--- config.mk ---
export PLATFORM = sky130hd
export DESIGN_NAME = vreadTop
export DESIGN_NICKNAME = d
export VERILOG_FILES = /design/src/hw/vreadPkg.sv /design/src/hw/memPortIf.sv /design/src/hw/streamBuffer.sv /design/src/hw/extReadEngine.sv /design/src/hw/streamAddrGen.sv /design/src/hw/vreadCtrl.sv /design/src/hw/vreadTop.sv
export VERILOG_INCLUDE_DIRS = /design/src /design/src/hw
export SDC_FILE = /design/constraint.sdc
export NUM_CORES = 2
export LEC_CHECK = 0
export BUFFER_PORTS_ARGS = -buffer_cell sky130_fd_sc_hd__buf_2
export CORE_ASPECT_RATIO = 1.25
export CORE_MARGIN = 1.5
export CORE_UTILIZATION = 55
export DETAILED_ROUTE_END_ITERATION = 10
export PLACE_DENSITY = 0.75
export SLEW_MARGIN = 20
export SYNTH_ARGS = -nofsm -noshare
export SYNTH_HDL_FRONTEND = slang
export SYNTH_SLANG_ARGS = --single-unit
--- constraint.sdc ---
create_clock -name clk -period 4.9 [get_ports clk]
set_clock_uncertainty 0.15 [all_clocks]
set_input_delay 0.98 -clock clk [delete_from_list [all_inputs] [get_ports clk]]
set_output_delay 0.98 -clock clk [all_outputs]
set_load 0.03 [all_outputs]
--- src/hw/vread_defs.svh ---
`ifndef VREAD_DEFS_SVH
`define VREAD_DEFS_SVH

// word width of the databus, buffer and flow output
`define VR_DATA_W 32

// external byte address
`define VR_IO_ADDR_W 32

// buffer holds 64 words
`define VR_MEM_ADDR_W 6

// transfer length up to a full buffer
`define VR_SIZE_W 7

// period, duty and delay
`define VR_PERIOD_W 5

// AXI4-Lite register address
`define VR_REG_ADDR_W 6

`endif

--- src/hw/vreadPkg.sv ---
`default_nettype none

`include "vread_defs.svh"

package vreadPkg;

   typedef logic [`VR_MEM_ADDR_W-1:0] memAddrT;

   // fetch fields first, then the stream side
   typedef struct packed {
      logic [`VR_IO_ADDR_W-1:0] extAddr;
      memAddrT                  intAddr;
      logic [`VR_SIZE_W-1:0]    size;
      memAddrT                  iter;
      logic [`VR_PERIOD_W-1:0]  per;
      logic [`VR_PERIOD_W-1:0]  duty;
      logic [`VR_PERIOD_W-1:0]  delay;
      memAddrT                  start;
      memAddrT                  incr;
      memAddrT                  shift;
      memAddrT                  iter2;
      memAddrT                  incr2;
      logic                     reverse;
   } vreadCfgT;

endpackage

`default_nettype wire

--- src/hw/memPortIf.sv ---
`default_nettype none

`include "vread_defs.svh"

interface memPortIf;

   logic                    wrEn;
   vreadPkg::memAddrT       wrAddr;
   logic [`VR_DATA_W-1:0]   wrData;
   logic                    rdEn;
   vreadPkg::memAddrT       rdAddr;
   logic [`VR_DATA_W-1:0]   rdData;

   modport fill (output wrEn, wrAddr, wrData);
   modport drain (output rdEn, rdAddr);
   modport store (input wrEn, wrAddr, wrData, rdEn, rdAddr, output rdData);

endinterface

`default_nettype wire

--- src/hw/streamBuffer.sv ---
`default_nettype none

`include "vread_defs.svh"

module streamBuffer (
   input  logic         clk,
   memPortIf.store      mem
);

   localparam int depth = 1 << `VR_MEM_ADDR_W;

   logic [`VR_DATA_W-1:0] ram [depth];

   always_ff @(posedge clk)
   begin
      if (mem.wrEn)
         ram[mem.wrAddr] <= mem.wrData;
   end

   // registered read with one cycle latency
   always_ff @(posedge clk)
   begin
      if (mem.rdEn)
         mem.rdData <= ram[mem.rdAddr];
   end

endmodule

`default_nettype wire

--- src/hw/extReadEngine.sv ---
`default_nettype none

`include "vread_defs.svh"

module extReadEngine (
   input  logic                        clk,
   input  logic                        arstN,
   input  logic                        run,
   input  vreadPkg::vreadCfgT          cfg,
   output logic                        finish,
   output logic                        databusValid,
   output logic [`VR_IO_ADDR_W-1:0]    databusAddr,
   input  logic                        databusReady,
   input  logic [`VR_DATA_W-1:0]       databusRdata,
   memPortIf.fill                      mem
);

   logic [`VR_SIZE_W-1:0]   left;
   vreadPkg::memAddrT       wrPtr;
   logic                    xfer;

   assign xfer = databusValid & databusReady;

   // rdata is valid in the handshake cycle, so write it straight through
   assign mem.wrEn   = xfer;
   assign mem.wrAddr = wrPtr;
   assign mem.wrData = databusRdata;

   always_ff @(posedge clk or negedge arstN)
   begin
      if (!arstN)
      begin
         databusValid <= 1'b0;
         databusAddr  <= '0;
         wrPtr        <= '0;
         left         <= '0;
         finish       <= 1'b0;
      end
      else
      begin
         finish <= 1'b0;
         if (run && !databusValid)
         begin
            databusAddr  <= cfg.extAddr;
            wrPtr        <= cfg.intAddr;
            left         <= cfg.size;
            databusValid <= cfg.size != '0;
            // empty transfer finishes at once
            finish       <= cfg.size == '0;
         end
         else if (xfer)
         begin
            databusAddr <= databusAddr + `VR_IO_ADDR_W'd4;
            wrPtr       <= wrPtr + 1'b1;
            left        <= left - 1'b1;
            if (left == `VR_SIZE_W'd1)
            begin
               databusValid <= 1'b0;
               finish       <= 1'b1;
            end
         end
      end
   end

   // request held over ready stalls
   reqHeld: assert property (@(posedge clk) disable iff (!arstN)
      databusValid && !databusReady |=> databusValid && $stable(databusAddr));

endmodule

`default_nettype wire

--- src/hw/streamAddrGen.sv ---
`default_nettype none

`include "vread_defs.svh"

module streamAddrGen (
   input  logic                  clk,
   input  logic                  arstN,
   input  logic                  run,
   input  vreadPkg::vreadCfgT    cfg,
   output logic                  finish,
   memPortIf.drain               mem
);

   typedef enum logic [1:0] {sIdle, sDelay, sActive} stateT;

   stateT                     state;
   logic [`VR_PERIOD_W-1:0]   delayCnt;
   logic [`VR_PERIOD_W-1:0]   phase;
   vreadPkg::memAddrT         inner;
   vreadPkg::memAddrT         outer;
   vreadPkg::memAddrT         outerBase;
   vreadPkg::memAddrT         periodBase;
   vreadPkg::memAddrT         addrAcc;
   logic                      periodEnd;
   logic                      lastInner;
   logic                      lastOuter;

   function automatic vreadPkg::memAddrT bitRev(input vreadPkg::memAddrT a);
      vreadPkg::memAddrT r;
      for (int b = 0; b < `VR_MEM_ADDR_W; b++)
         r[b] = a[`VR_MEM_ADDR_W-1-b];
      return r;
   endfunction

   assign periodEnd = phase == cfg.per - 1'b1;
   assign lastInner = inner == cfg.iter - 1'b1;
   assign lastOuter = outer == cfg.iter2 - 1'b1;

   // step k equals the period phase
   assign mem.rdEn   = state == sActive && phase < cfg.duty;
   assign mem.rdAddr = cfg.reverse ? bitRev(addrAcc) : addrAcc;

   always_ff @(posedge clk or negedge arstN)
   begin
      if (!arstN)
      begin
         state      <= sIdle;
         finish     <= 1'b0;
         delayCnt   <= '0;
         phase      <= '0;
         inner      <= '0;
         outer      <= '0;
         outerBase  <= '0;
         periodBase <= '0;
         addrAcc    <= '0;
      end
      else
      begin
         finish <= 1'b0;
         case (state)
            sIdle:
               if (run)
               begin
                  phase      <= '0;
                  inner      <= '0;
                  outer      <= '0;
                  outerBase  <= cfg.start;
                  periodBase <= cfg.start;
                  addrAcc    <= cfg.start;
                  delayCnt   <= cfg.delay;
                  state      <= cfg.delay == '0 ? sActive : sDelay;
               end
            sDelay:
            begin
               delayCnt <= delayCnt - 1'b1;
               if (delayCnt == `VR_PERIOD_W'd1)
                  state <= sActive;
            end
            sActive:
               if (!periodEnd)
               begin
                  phase   <= phase + 1'b1;
                  addrAcc <= addrAcc + cfg.incr;
               end
               else
               begin
                  phase <= '0;
                  if (!lastInner)
                  begin
                     inner      <= inner + 1'b1;
                     periodBase <= periodBase + cfg.shift;
                     addrAcc    <= periodBase + cfg.shift;
                  end
                  else if (!lastOuter)
                  begin
                     inner      <= '0;
                     outer      <= outer + 1'b1;
                     outerBase  <= outerBase + cfg.incr2;
                     periodBase <= outerBase + cfg.incr2;
                     addrAcc    <= outerBase + cfg.incr2;
                  end
                  else
                  begin
                     state  <= sIdle;
                     finish <= 1'b1;
                  end
               end
            default:
               state <= sIdle;
         endcase
      end
   end

   // reads stay inside the programmed iteration space
   inRange: assert property (@(posedge clk) disable iff (!arstN)
      mem.rdEn |-> inner < cfg.iter && outer < cfg.iter2);

endmodule

`default_nettype wire

--- src/hw/vreadCtrl.sv ---
`default_nettype none

`include "vread_defs.svh"

module vreadCtrl (
   input  logic                        clk,
   input  logic                        arstN,
   input  logic [`VR_REG_ADDR_W-1:0]   awaddr,
   input  logic                        awvalid,
   output logic                        awready,
   input  logic [`VR_DATA_W-1:0]       wdata,
   input  logic                        wvalid,
   output logic                        wready,
   output logic [1:0]                  bresp,
   output logic                        bvalid,
   input  logic                        bready,
   input  logic [`VR_REG_ADDR_W-1:0]   araddr,
   input  logic                        arvalid,
   output logic                        arready,
   output logic [`VR_DATA_W-1:0]       rdata,
   output logic [1:0]                  rresp,
   output logic                        rvalid,
   input  logic                        rready,
   input  logic                        finishA,
   input  logic                        finishB,
   output logic                        runA,
   output logic                        runB,
   output vreadPkg::vreadCfgT          cfg
);

   localparam logic [`VR_REG_ADDR_W-1:0] addrCtrl   = 'h00;
   localparam logic [`VR_REG_ADDR_W-1:0] addrStatus = 'h04;
   localparam logic [`VR_REG_ADDR_W-1:0] addrExt    = 'h08;
   localparam logic [`VR_REG_ADDR_W-1:0] addrBuf    = 'h0C;
   localparam logic [`VR_REG_ADDR_W-1:0] addrIter   = 'h10;
   localparam logic [`VR_REG_ADDR_W-1:0] addrStride = 'h14;
   localparam logic [`VR_REG_ADDR_W-1:0] addrOuter  = 'h18;

   logic                    wrFire;
   logic                    rdFire;
   logic                    doneA;
   logic                    doneB;
   logic [`VR_DATA_W-1:0]   rdMux;

   // address and data are taken in the same handshake
   assign wready = awready;
   assign wrFire = awvalid & wvalid & awready;
   assign rdFire = arvalid & arready;
   assign bresp  = 2'b00;
   assign rresp  = 2'b00;

   always_ff @(posedge clk or negedge arstN)
   begin
      if (!arstN)
      begin
         awready <= 1'b0;
         bvalid  <= 1'b0;
         arready <= 1'b0;
         rvalid  <= 1'b0;
         runA    <= 1'b0;
         runB    <= 1'b0;
         doneA   <= 1'b0;
         doneB   <= 1'b0;
      end
      else
      begin
         awready <= awvalid & wvalid & ~awready & ~bvalid;
         arready <= arvalid & ~arready & ~rvalid;
         if (wrFire)
            bvalid <= 1'b1;
         else if (bready)
            bvalid <= 1'b0;
         if (rdFire)
            rvalid <= 1'b1;
         else if (rready)
            rvalid <= 1'b0;
         runA <= wrFire && awaddr == addrCtrl && wdata[0];
         runB <= wrFire && awaddr == addrCtrl && wdata[1];
         // sticky status cleared by a new run
         if (runA)
            doneA <= 1'b0;
         else if (finishA)
            doneA <= 1'b1;
         if (runB)
            doneB <= 1'b0;
         else if (finishB)
            doneB <= 1'b1;
      end
   end

   always_ff @(posedge clk or negedge arstN)
   begin
      if (!arstN)
         cfg <= '0;
      else if (wrFire)
      begin
         case (awaddr)
            addrExt:
               cfg.extAddr <= wdata;
            addrBuf:
            begin
               cfg.intAddr <= wdata[0 +: `VR_MEM_ADDR_W];
               cfg.size    <= wdata[16 +: `VR_SIZE_W];
            end
            addrIter:
            begin
               cfg.iter  <= wdata[0 +: `VR_MEM_ADDR_W];
               cfg.per   <= wdata[8 +: `VR_PERIOD_W];
               cfg.duty  <= wdata[16 +: `VR_PERIOD_W];
               cfg.delay <= wdata[24 +: `VR_PERIOD_W];
            end
            addrStride:
            begin
               cfg.start <= wdata[0 +: `VR_MEM_ADDR_W];
               cfg.incr  <= wdata[8 +: `VR_MEM_ADDR_W];
               cfg.shift <= wdata[16 +: `VR_MEM_ADDR_W];
            end
            addrOuter:
            begin
               cfg.iter2   <= wdata[0 +: `VR_MEM_ADDR_W];
               cfg.incr2   <= wdata[8 +: `VR_MEM_ADDR_W];
               cfg.reverse <= wdata[16];
            end
            default: ;
         endcase
      end
   end

   // readback uses the write layout and CTRL reads as zero
   always_comb
   begin
      rdMux = '0;
      case (araddr)
         addrStatus:
            rdMux[1:0] = {doneB, doneA};
         addrExt:
            rdMux = cfg.extAddr;
         addrBuf:
         begin
            rdMux[0 +: `VR_MEM_ADDR_W] = cfg.intAddr;
            rdMux[16 +: `VR_SIZE_W]    = cfg.size;
         end
         addrIter:
         begin
            rdMux[0 +: `VR_MEM_ADDR_W] = cfg.iter;
            rdMux[8 +: `VR_PERIOD_W]   = cfg.per;
            rdMux[16 +: `VR_PERIOD_W]  = cfg.duty;
            rdMux[24 +: `VR_PERIOD_W]  = cfg.delay;
         end
         addrStride:
         begin
            rdMux[0 +: `VR_MEM_ADDR_W]  = cfg.start;
            rdMux[8 +: `VR_MEM_ADDR_W]  = cfg.incr;
            rdMux[16 +: `VR_MEM_ADDR_W] = cfg.shift;
         end
         addrOuter:
         begin
            rdMux[0 +: `VR_MEM_ADDR_W] = cfg.iter2;
            rdMux[8 +: `VR_MEM_ADDR_W] = cfg.incr2;
            rdMux[16]                  = cfg.reverse;
         end
         default: ;
      endcase
   end

   always_ff @(posedge clk)
   begin
      if (rdFire)
         rdata <= rdMux;
   end

   // one write response outstanding at a time
   oneResp: assert property (@(posedge clk) disable iff (!arstN)
      wrFire |-> !bvalid);

endmodule

`default_nettype wire

--- src/hw/vreadTop.sv ---
`default_nettype none

`include "vread_defs.svh"

module vreadTop (
   input  logic                        clk,
   input  logic                        arstN,
   input  logic [`VR_REG_ADDR_W-1:0]   awaddr,
   input  logic                        awvalid,
   output logic                        awready,
   input  logic [`VR_DATA_W-1:0]       wdata,
   input  logic                        wvalid,
   output logic                        wready,
   output logic [1:0]                  bresp,
   output logic                        bvalid,
   input  logic                        bready,
   input  logic [`VR_REG_ADDR_W-1:0]   araddr,
   input  logic                        arvalid,
   output logic                        arready,
   output logic [`VR_DATA_W-1:0]       rdata,
   output logic [1:0]                  rresp,
   output logic                        rvalid,
   input  logic                        rready,
   output logic                        databusValid,
   output logic [`VR_IO_ADDR_W-1:0]    databusAddr,
   input  logic                        databusReady,
   input  logic [`VR_DATA_W-1:0]       databusRdata,
   output logic                        flowValid,
   output logic [`VR_DATA_W-1:0]       flowOut
);

   vreadPkg::vreadCfgT  cfg;
   logic                runA;
   logic                runB;
   logic                finishA;
   logic                finishB;

   memPortIf memPort ();

   vreadCtrl ctrl (.*);

   extReadEngine fetch (
      .clk           (clk),
      .arstN         (arstN),
      .run           (runA),
      .cfg           (cfg),
      .finish        (finishA),
      .databusValid  (databusValid),
      .databusAddr   (databusAddr),
      .databusReady  (databusReady),
      .databusRdata  (databusRdata),
      .mem           (memPort.fill)
   );

   streamAddrGen drain (
      .clk     (clk),
      .arstN   (arstN),
      .run     (runB),
      .cfg     (cfg),
      .finish  (finishB),
      .mem     (memPort.drain)
   );

   streamBuffer buffer (
      .clk  (clk),
      .mem  (memPort.store)
   );

   // valid follows the buffer read latency
   always_ff @(posedge clk or negedge arstN)
   begin
      if (!arstN)
         flowValid <= 1'b0;
      else
         flowValid <= memPort.rdEn;
   end

   assign flowOut = memPort.rdData;

endmodule

`default_nettype wire

After elaboration in Yosys (flattened, before gate mapping)
Memory sizes are Yosys's and may differ from the RTL's. A register that Yosys moved wholly into a read port is not among the register bits.
Cells that the tools add are included.
{"block": "word_totals", "reg_bits": 228, "latch_bits": 0, "ram_bits": 2048, "romBits": 0, "inputBits": 84, "output_inout_bits": 107, "elab_cells": 189, "memories": 1}
{"name": "buffer.ram", "words": 64, "width": 32, "read_ports": 1, "rd_ports_with_merged_regs": 1, "wr": 1, "line_no": "streamBuffer.sv:12", "source": "logic [`VR_DATA_W-1:0] ram [depth];"}
{"block": "classes", "add_sub_neg": 13, "multipliers": 0, "div_mod_pow": 0, "n_lt_le_gt_ge": 1, "n_eq_ne": 26, "shift": 0, "muxes": 67, "n_bitwise": 12, "reduce_logical": 31}
{"op": "two-way mux 6 bit", "n": 17}
{"op": "two-way mux 32 bit", "n": 2}
{"op": "one-hot mux 6 bit (2 select lines)", "n": 5}
{"op": "equality test 6 x 5 -> 1 bit, second input constant", "n": 6}
{"op": "adder 32 x 3 -> 32 bit, second input constant", "n": 1}
{"op": "one-hot mux 5 bit (2 select lines)", "n": 3}
{"op": "equality test 6 x 4 -> 1 bit, second input constant", "n": 4}
{"op": "two-way mux 1 bit", "n": 20}
{"op": "one-hot mux 4 bit (5 select lines)", "n": 1}
{"op": "one-hot mux 5 bit (4 select lines)", "n": 1}
{"op": "adder 6 x 1 -> 6 bit, second input constant", "n": 3}
{"op": "adder 6 bit", "n": 3}
{"op": "one-hot mux 4 bit (4 select lines)", "n": 1}
{"op": "AND reduction 2 bit", "n": 8}
{"op": "nonzero test 2 bit", "n": 8}
{"op": "two-way mux 5 bit", "n": 3}
{"op": "two-way mux 7 bit", "n": 2}
{"op": "equality test 6 bit", "n": 2}
{"op": "two-way mux 2 bit", "n": 6}
{"op": "one-hot mux 2 bit (6 select lines)", "n": 1}
{"op": "subtractor 6 x 1 -> 6 bit, second input constant", "n": 2}
{"op": "AND reduction 5 bit", "n": 2}
{"op": "subtractor 5 x 1 -> 5 bit, second input constant", "n": 2}
{"op": "AND 1 bit", "n": 8}
{"op": "other kinds (27)", "n": 39}

Longest topological paths before layout
{"block": "depth", "depth_word": 6, "mapped_depth": 11, "ltp_nobuf": 9}

Cells and area by module
Synthesis repeated with hierarchy kept, for this count alone.
{"block": "hier_totals", "hier_cells": 4424, "area_unflattened_um2": 91296.3}
{"mod": "streamBuffer", "instances": 1, "cells_each": 3324, "area_each_um2": 78835.6, "seq_area_each_um2": 62459.9}
{"mod": "vreadCtrl", "instances": 1, "cells_each": 378, "area_each_um2": 5834.3, "seq_area_each_um2": 3588.4}
{"mod": "streamAddrGen", "instances": 1, "cells_each": 389, "area_each_um2": 3634.7, "seq_area_each_um2": 1076.0}
{"mod": "extReadEngine", "instances": 1, "cells_each": 332, "area_each_um2": 2966.6, "seq_area_each_um2": 1176.1}
{"mod": "vreadTop", "instances": 1, "cells_each": 1, "area_each_um2": 25.0, "seq_area_each_um2": 25.0}

Worst setup path before layout
No wires, ideal clock.
{"block": "synth_timing", "path_type": "register -> register", "startpoint": "register drain.phase[1]", "endpoint": "register buffer.mem.rdData[0] (read register of buffer.ram) (enable)", "setup_time_ns": 0.472, "arrival_time_ns": 3.547, "t_required_ns": 4.278, "path_slack_ns": 0.731, "stages_incl_launch_ff": 7, "n_path_buf": 0, "synth_period_minus_slack_ns": 4.169, "cell_sequence": "dfrtp_1 ha_1 a21oi_1 nor2b_1 o21ai_0 nand2b_1 a211oi_1"}
{"block": "synth_via", "elab_chain_cells": 2}
{"item": "start: declaration", "line_no": "streamAddrGen.sv:18", "source": "logic [`VR_PERIOD_W-1:0] phase;"}
{"item": "start signal: assignment", "line_no": "streamAddrGen.sv:82", "source": "phase <= phase + 1'b1;"}
{"item": "< comparator 5 bit", "line_no": "streamAddrGen.sv:40", "source": "assign mem.rdEn = state == sActive && phase < cfg.duty;"}
{"item": "logical AND 1 bit", "line_no": "streamAddrGen.sv:40"}
{"item": "net buffer.mem.rdEn", "line_no": "memPortIf.sv:16", "source": "modport store (input wrEn, wrAddr, wrData, rdEn, rdAddr, output rdData);"}
{"item": "end: declaration", "line_no": "memPortIf.sv:16"}
The timed path passes the listed nets, and every way through them passes these cells.
A chain may end at the register's enable or synchronous reset.

Final worst setup path
{"block": "layout_timing", "startpoint": "register, netlist name ctrl.cfg[0]", "endpoint": "register buffer.mem.rdData[20] (read register of buffer.ram) (data pin)"}
{"block": "layout_via", "elab_chain_cells": 1}
{"item": "two-way mux 6 bit", "line_no": "streamAddrGen.sv:41", "source": "assign mem.rdAddr = cfg.reverse ? bitRev(addrAcc) : addrAcc;"}
No other way between the ends.

==> impl_metrics.tcl <==
set metrics [dict create \
    power_switching_w 0.0115 \
    critPathSlowestCell "mux2_8" \
    setup_tns_ns 0 \
    max_stage_delay_ns 0.90 \
    finalSetupViolCount 0 \
    vdd_drop_max_uv 319 \
    cts_tree "built" \
    synth_seq_cells 2308 \
    fmax_mhz 244 \
    min_period_ns 4.10 \
    postRouteAntennaNets 0 \
    seq_area_frac_synth_pct 74.7 \
    die_area_mm2 0.169 \
    final_common_cell "edfxtp_1" \
    chipHeight_um 459 \
    placed_cells 7443 \
    synthCells 5193 \
    cp.arrival_ns 4.54 \
    synthArstFlopShare_pct 8.49 \
    netSwitchingFraction_pct 25.5 \
    grt_first_pass_wirelength_um 341000 \
    drive_gt1_share_pct 22.5 \
    num_io_pins 191 \
    layout_common_cells "2112 x edfxtp_1, 883 x nand2_1, 416 x mux4_2" \
    rsz0062_at_grt "false" \
    whs_ns 0.0626 \
    max-cap-violations 0 \
    path_clk_slew_ns 0.07 \
    antenna_found_initial 13 \
    cts_htree_levels 4 \
    crit_type "flop to flop" \
    holdBufCountCts 0 \
    cts-root-buf "clkbuf_16" \
    final_hold_viol_count 0 \
    syn_to_final_growth_pct 12.4 \
    yosysWarnings 0 \
    maxSlewViolCount 0 \
    pwr-share-comb_pct 17.0 \
    wl_per_cell_um 29.9 \
    hpwl_um 134000 \
    grt_max_degree 114 \
    ys_types 78 \
    synth-main-ff-cell "edfxtp_1" \
    grt_use_total_pct 27.7 \
    post-route-util_pct 62.1 \
    routed_via_density 6.57 \
    rows 167 \
    outcome "completed" \
    timing.final.crit_share_pct 83.7 \
    first_pass_iters 6 \
    vias 51400 \
    power.density_mw_per_mm2 438 \
    synth_area_per_cell_um2 17.6 \
    cp_max_fo 99 \
    post_layout_nonfiller_instances 7823 \
    synth-edff-count 2112 \
    syn_area_mm2 0.0914 \
    fillerInstances 11200 \
    cts_buffers 205 \
    cts_sinks 2308 \
    core_mm2 0.165 \
    worstPathRequired_ns 5.35 \
    max-slew-margin-rel_pct 23.6 \
    cts_setup_buffers 0 \
    initial_core_util_pct 55.3 \
    cp-end-kind "flop" \
    p_int_w 0.0335 \
    fin_nets 5572 \
    worst-slew-pin-transition_ns 1.14 \
    power_leakage_nw 34.3 \
    routed_wirelength_um 234000 \
    grt_pass1_vias 50700 \
    p_seq_share_pct 48.2 \
    worstPathCellList "mux2_8, buf_4, mux4_2, a211oi_1, a31oi_1, a221o_1" \
    clk_latency_ns 0.87 \
    drtIter0Drc 7003 \
    clockBufferDepth 3 \
    die_x_um 368 \
    ctsResizeCount 0 \
    drc 0 \
    port_buffers 186 \
    gp_congestion 0.878 \
    min_path_type "input pin to asynchronous set/reset pin" \
    power_frac_clock_pct 34.9 \
    start_kind "flop" \
    grt-ovfl-total 0 \
]
-- cells by family (layout without fill, tap and decap cells) --
logic type	after synthesis	count (layout)	synth area share [%]
AOI/OAI and AO/OA	529	529	4.38
muxes	537	537	11.7
buffers and inverters	353	778	1.71
adders and majority gates	34	34	0.490
and+or+nand+nor	1395	1395	6.63
xor gates and xnor gates	36	36	0.345
other	1	9	0.00410
DFF	2308	2308	74.7
-- power by group through the flow --
stage	logic (W)	clock network [W]	registers, W
after floorplan	0.00521	0	0.0221
after global placement	0.00740	0	0.0221
after detailed placement	0.00753	0	0.0221
after CTS	0.00762	0.0158	0.0217
after global routing	0.00812	0.0165	0.0217
final	0.00763	0.0157	0.0217
-- stage by stage --
step | worst slack, ns | cell area [um^2] | power (W)
after floorplan | 0.731 | 91500 | 0.0273
after global placement | 0.921 | 96100 | 0.0295
after detailed placement | 0.840 | 96100 | 0.0297
after CTS | 0.814 | 103000 | 0.0451
after global routing | 0.701 | 103000 | 0.0463
final | 0.801 | 103000 | 0.0450
-- worst max-delay path, delay by kind of cell, from the launching register on --
| family | cells | cell delay, ns |
|---|---|---|
| mux | 2 | 1.26 |
| compound gates | 3 | 1.11 |
| flops | 1 | 0.77 |
| buf+inv | 1 | 0.45 |
-- synthesized netlist by cell type (all sizes together) (97+ instances only) --
master     n  share of area [%]
nand2    883                3.6
clkbuf   214               0.88
edfxtp  2112                 69
mux4     416                 10
mux2     110                1.4
buf      103               0.68
nor2     114               0.47
and3     104               0.71
nand3    170               0.93
a31oi    106               0.73
dfrtp    196                5.4
a311oi    97               0.93
-- final timing paths --
check	startpoint	to	slack [ns]	cells past startpoint
max in group asynchronous	arstN	ctrl.cfg[22]	3.48	2
min in group clk	bready	ctrl.bvalid	0.16	2
worst min-delay path	arstN	ctrl.runB	0.06	1
worst max-delay path	ctrl.cfg[0]	buffer.mem.rdData[20]	0.80	6
worst min register to register	ctrl.arready	ctrl.arready	0.31	1
worst max register to register	ctrl.cfg[0]	buffer.mem.rdData[20]	0.80	6
-- final cells by class --
type | count | area [um^2] | share of cell area, %
flip-flops and latches | 2308 | 68300 | 66.5
repair buffers | 368 | 2750 | 2.68
diodes | 5 | 12.5 | 0.0122
well taps | 2197 | 2750 | 2.68
multi-input cells | 2535 | 22300 | 21.7
clock buffers | 254 | 5400 | 5.26
inverters | 36 | 135 | 0.132
clock inverters | 120 | 1110 | 1.08
-- layer usage --
layer	global-route usage [%]	vias to the layer above	wire length [um]
met5	0	-	95
met4	8.71	12	7200
met3	5.49	508	25400
met2	46.1	3229	116000
met1	37.2	26500	85300
li1	-	21100	-
-- flip-flops by register name (all words and copies together) (netlist names), 6 cells and up --
register / count
fetch.databusAddr: 32
buffer.ram: 2048
drain.outerBase: 6
buffer.mem.rdData: 32
fetch.left: 7
drain.outer: 6
ctrl.cfg: 97
fetch.mem.wrAddr: 6
ctrl.rdata: 32
drain.addrAcc: 6
drain.inner: 6
drain.periodBase: 6
No activity file was read; power rests on OpenSTA's default activity.
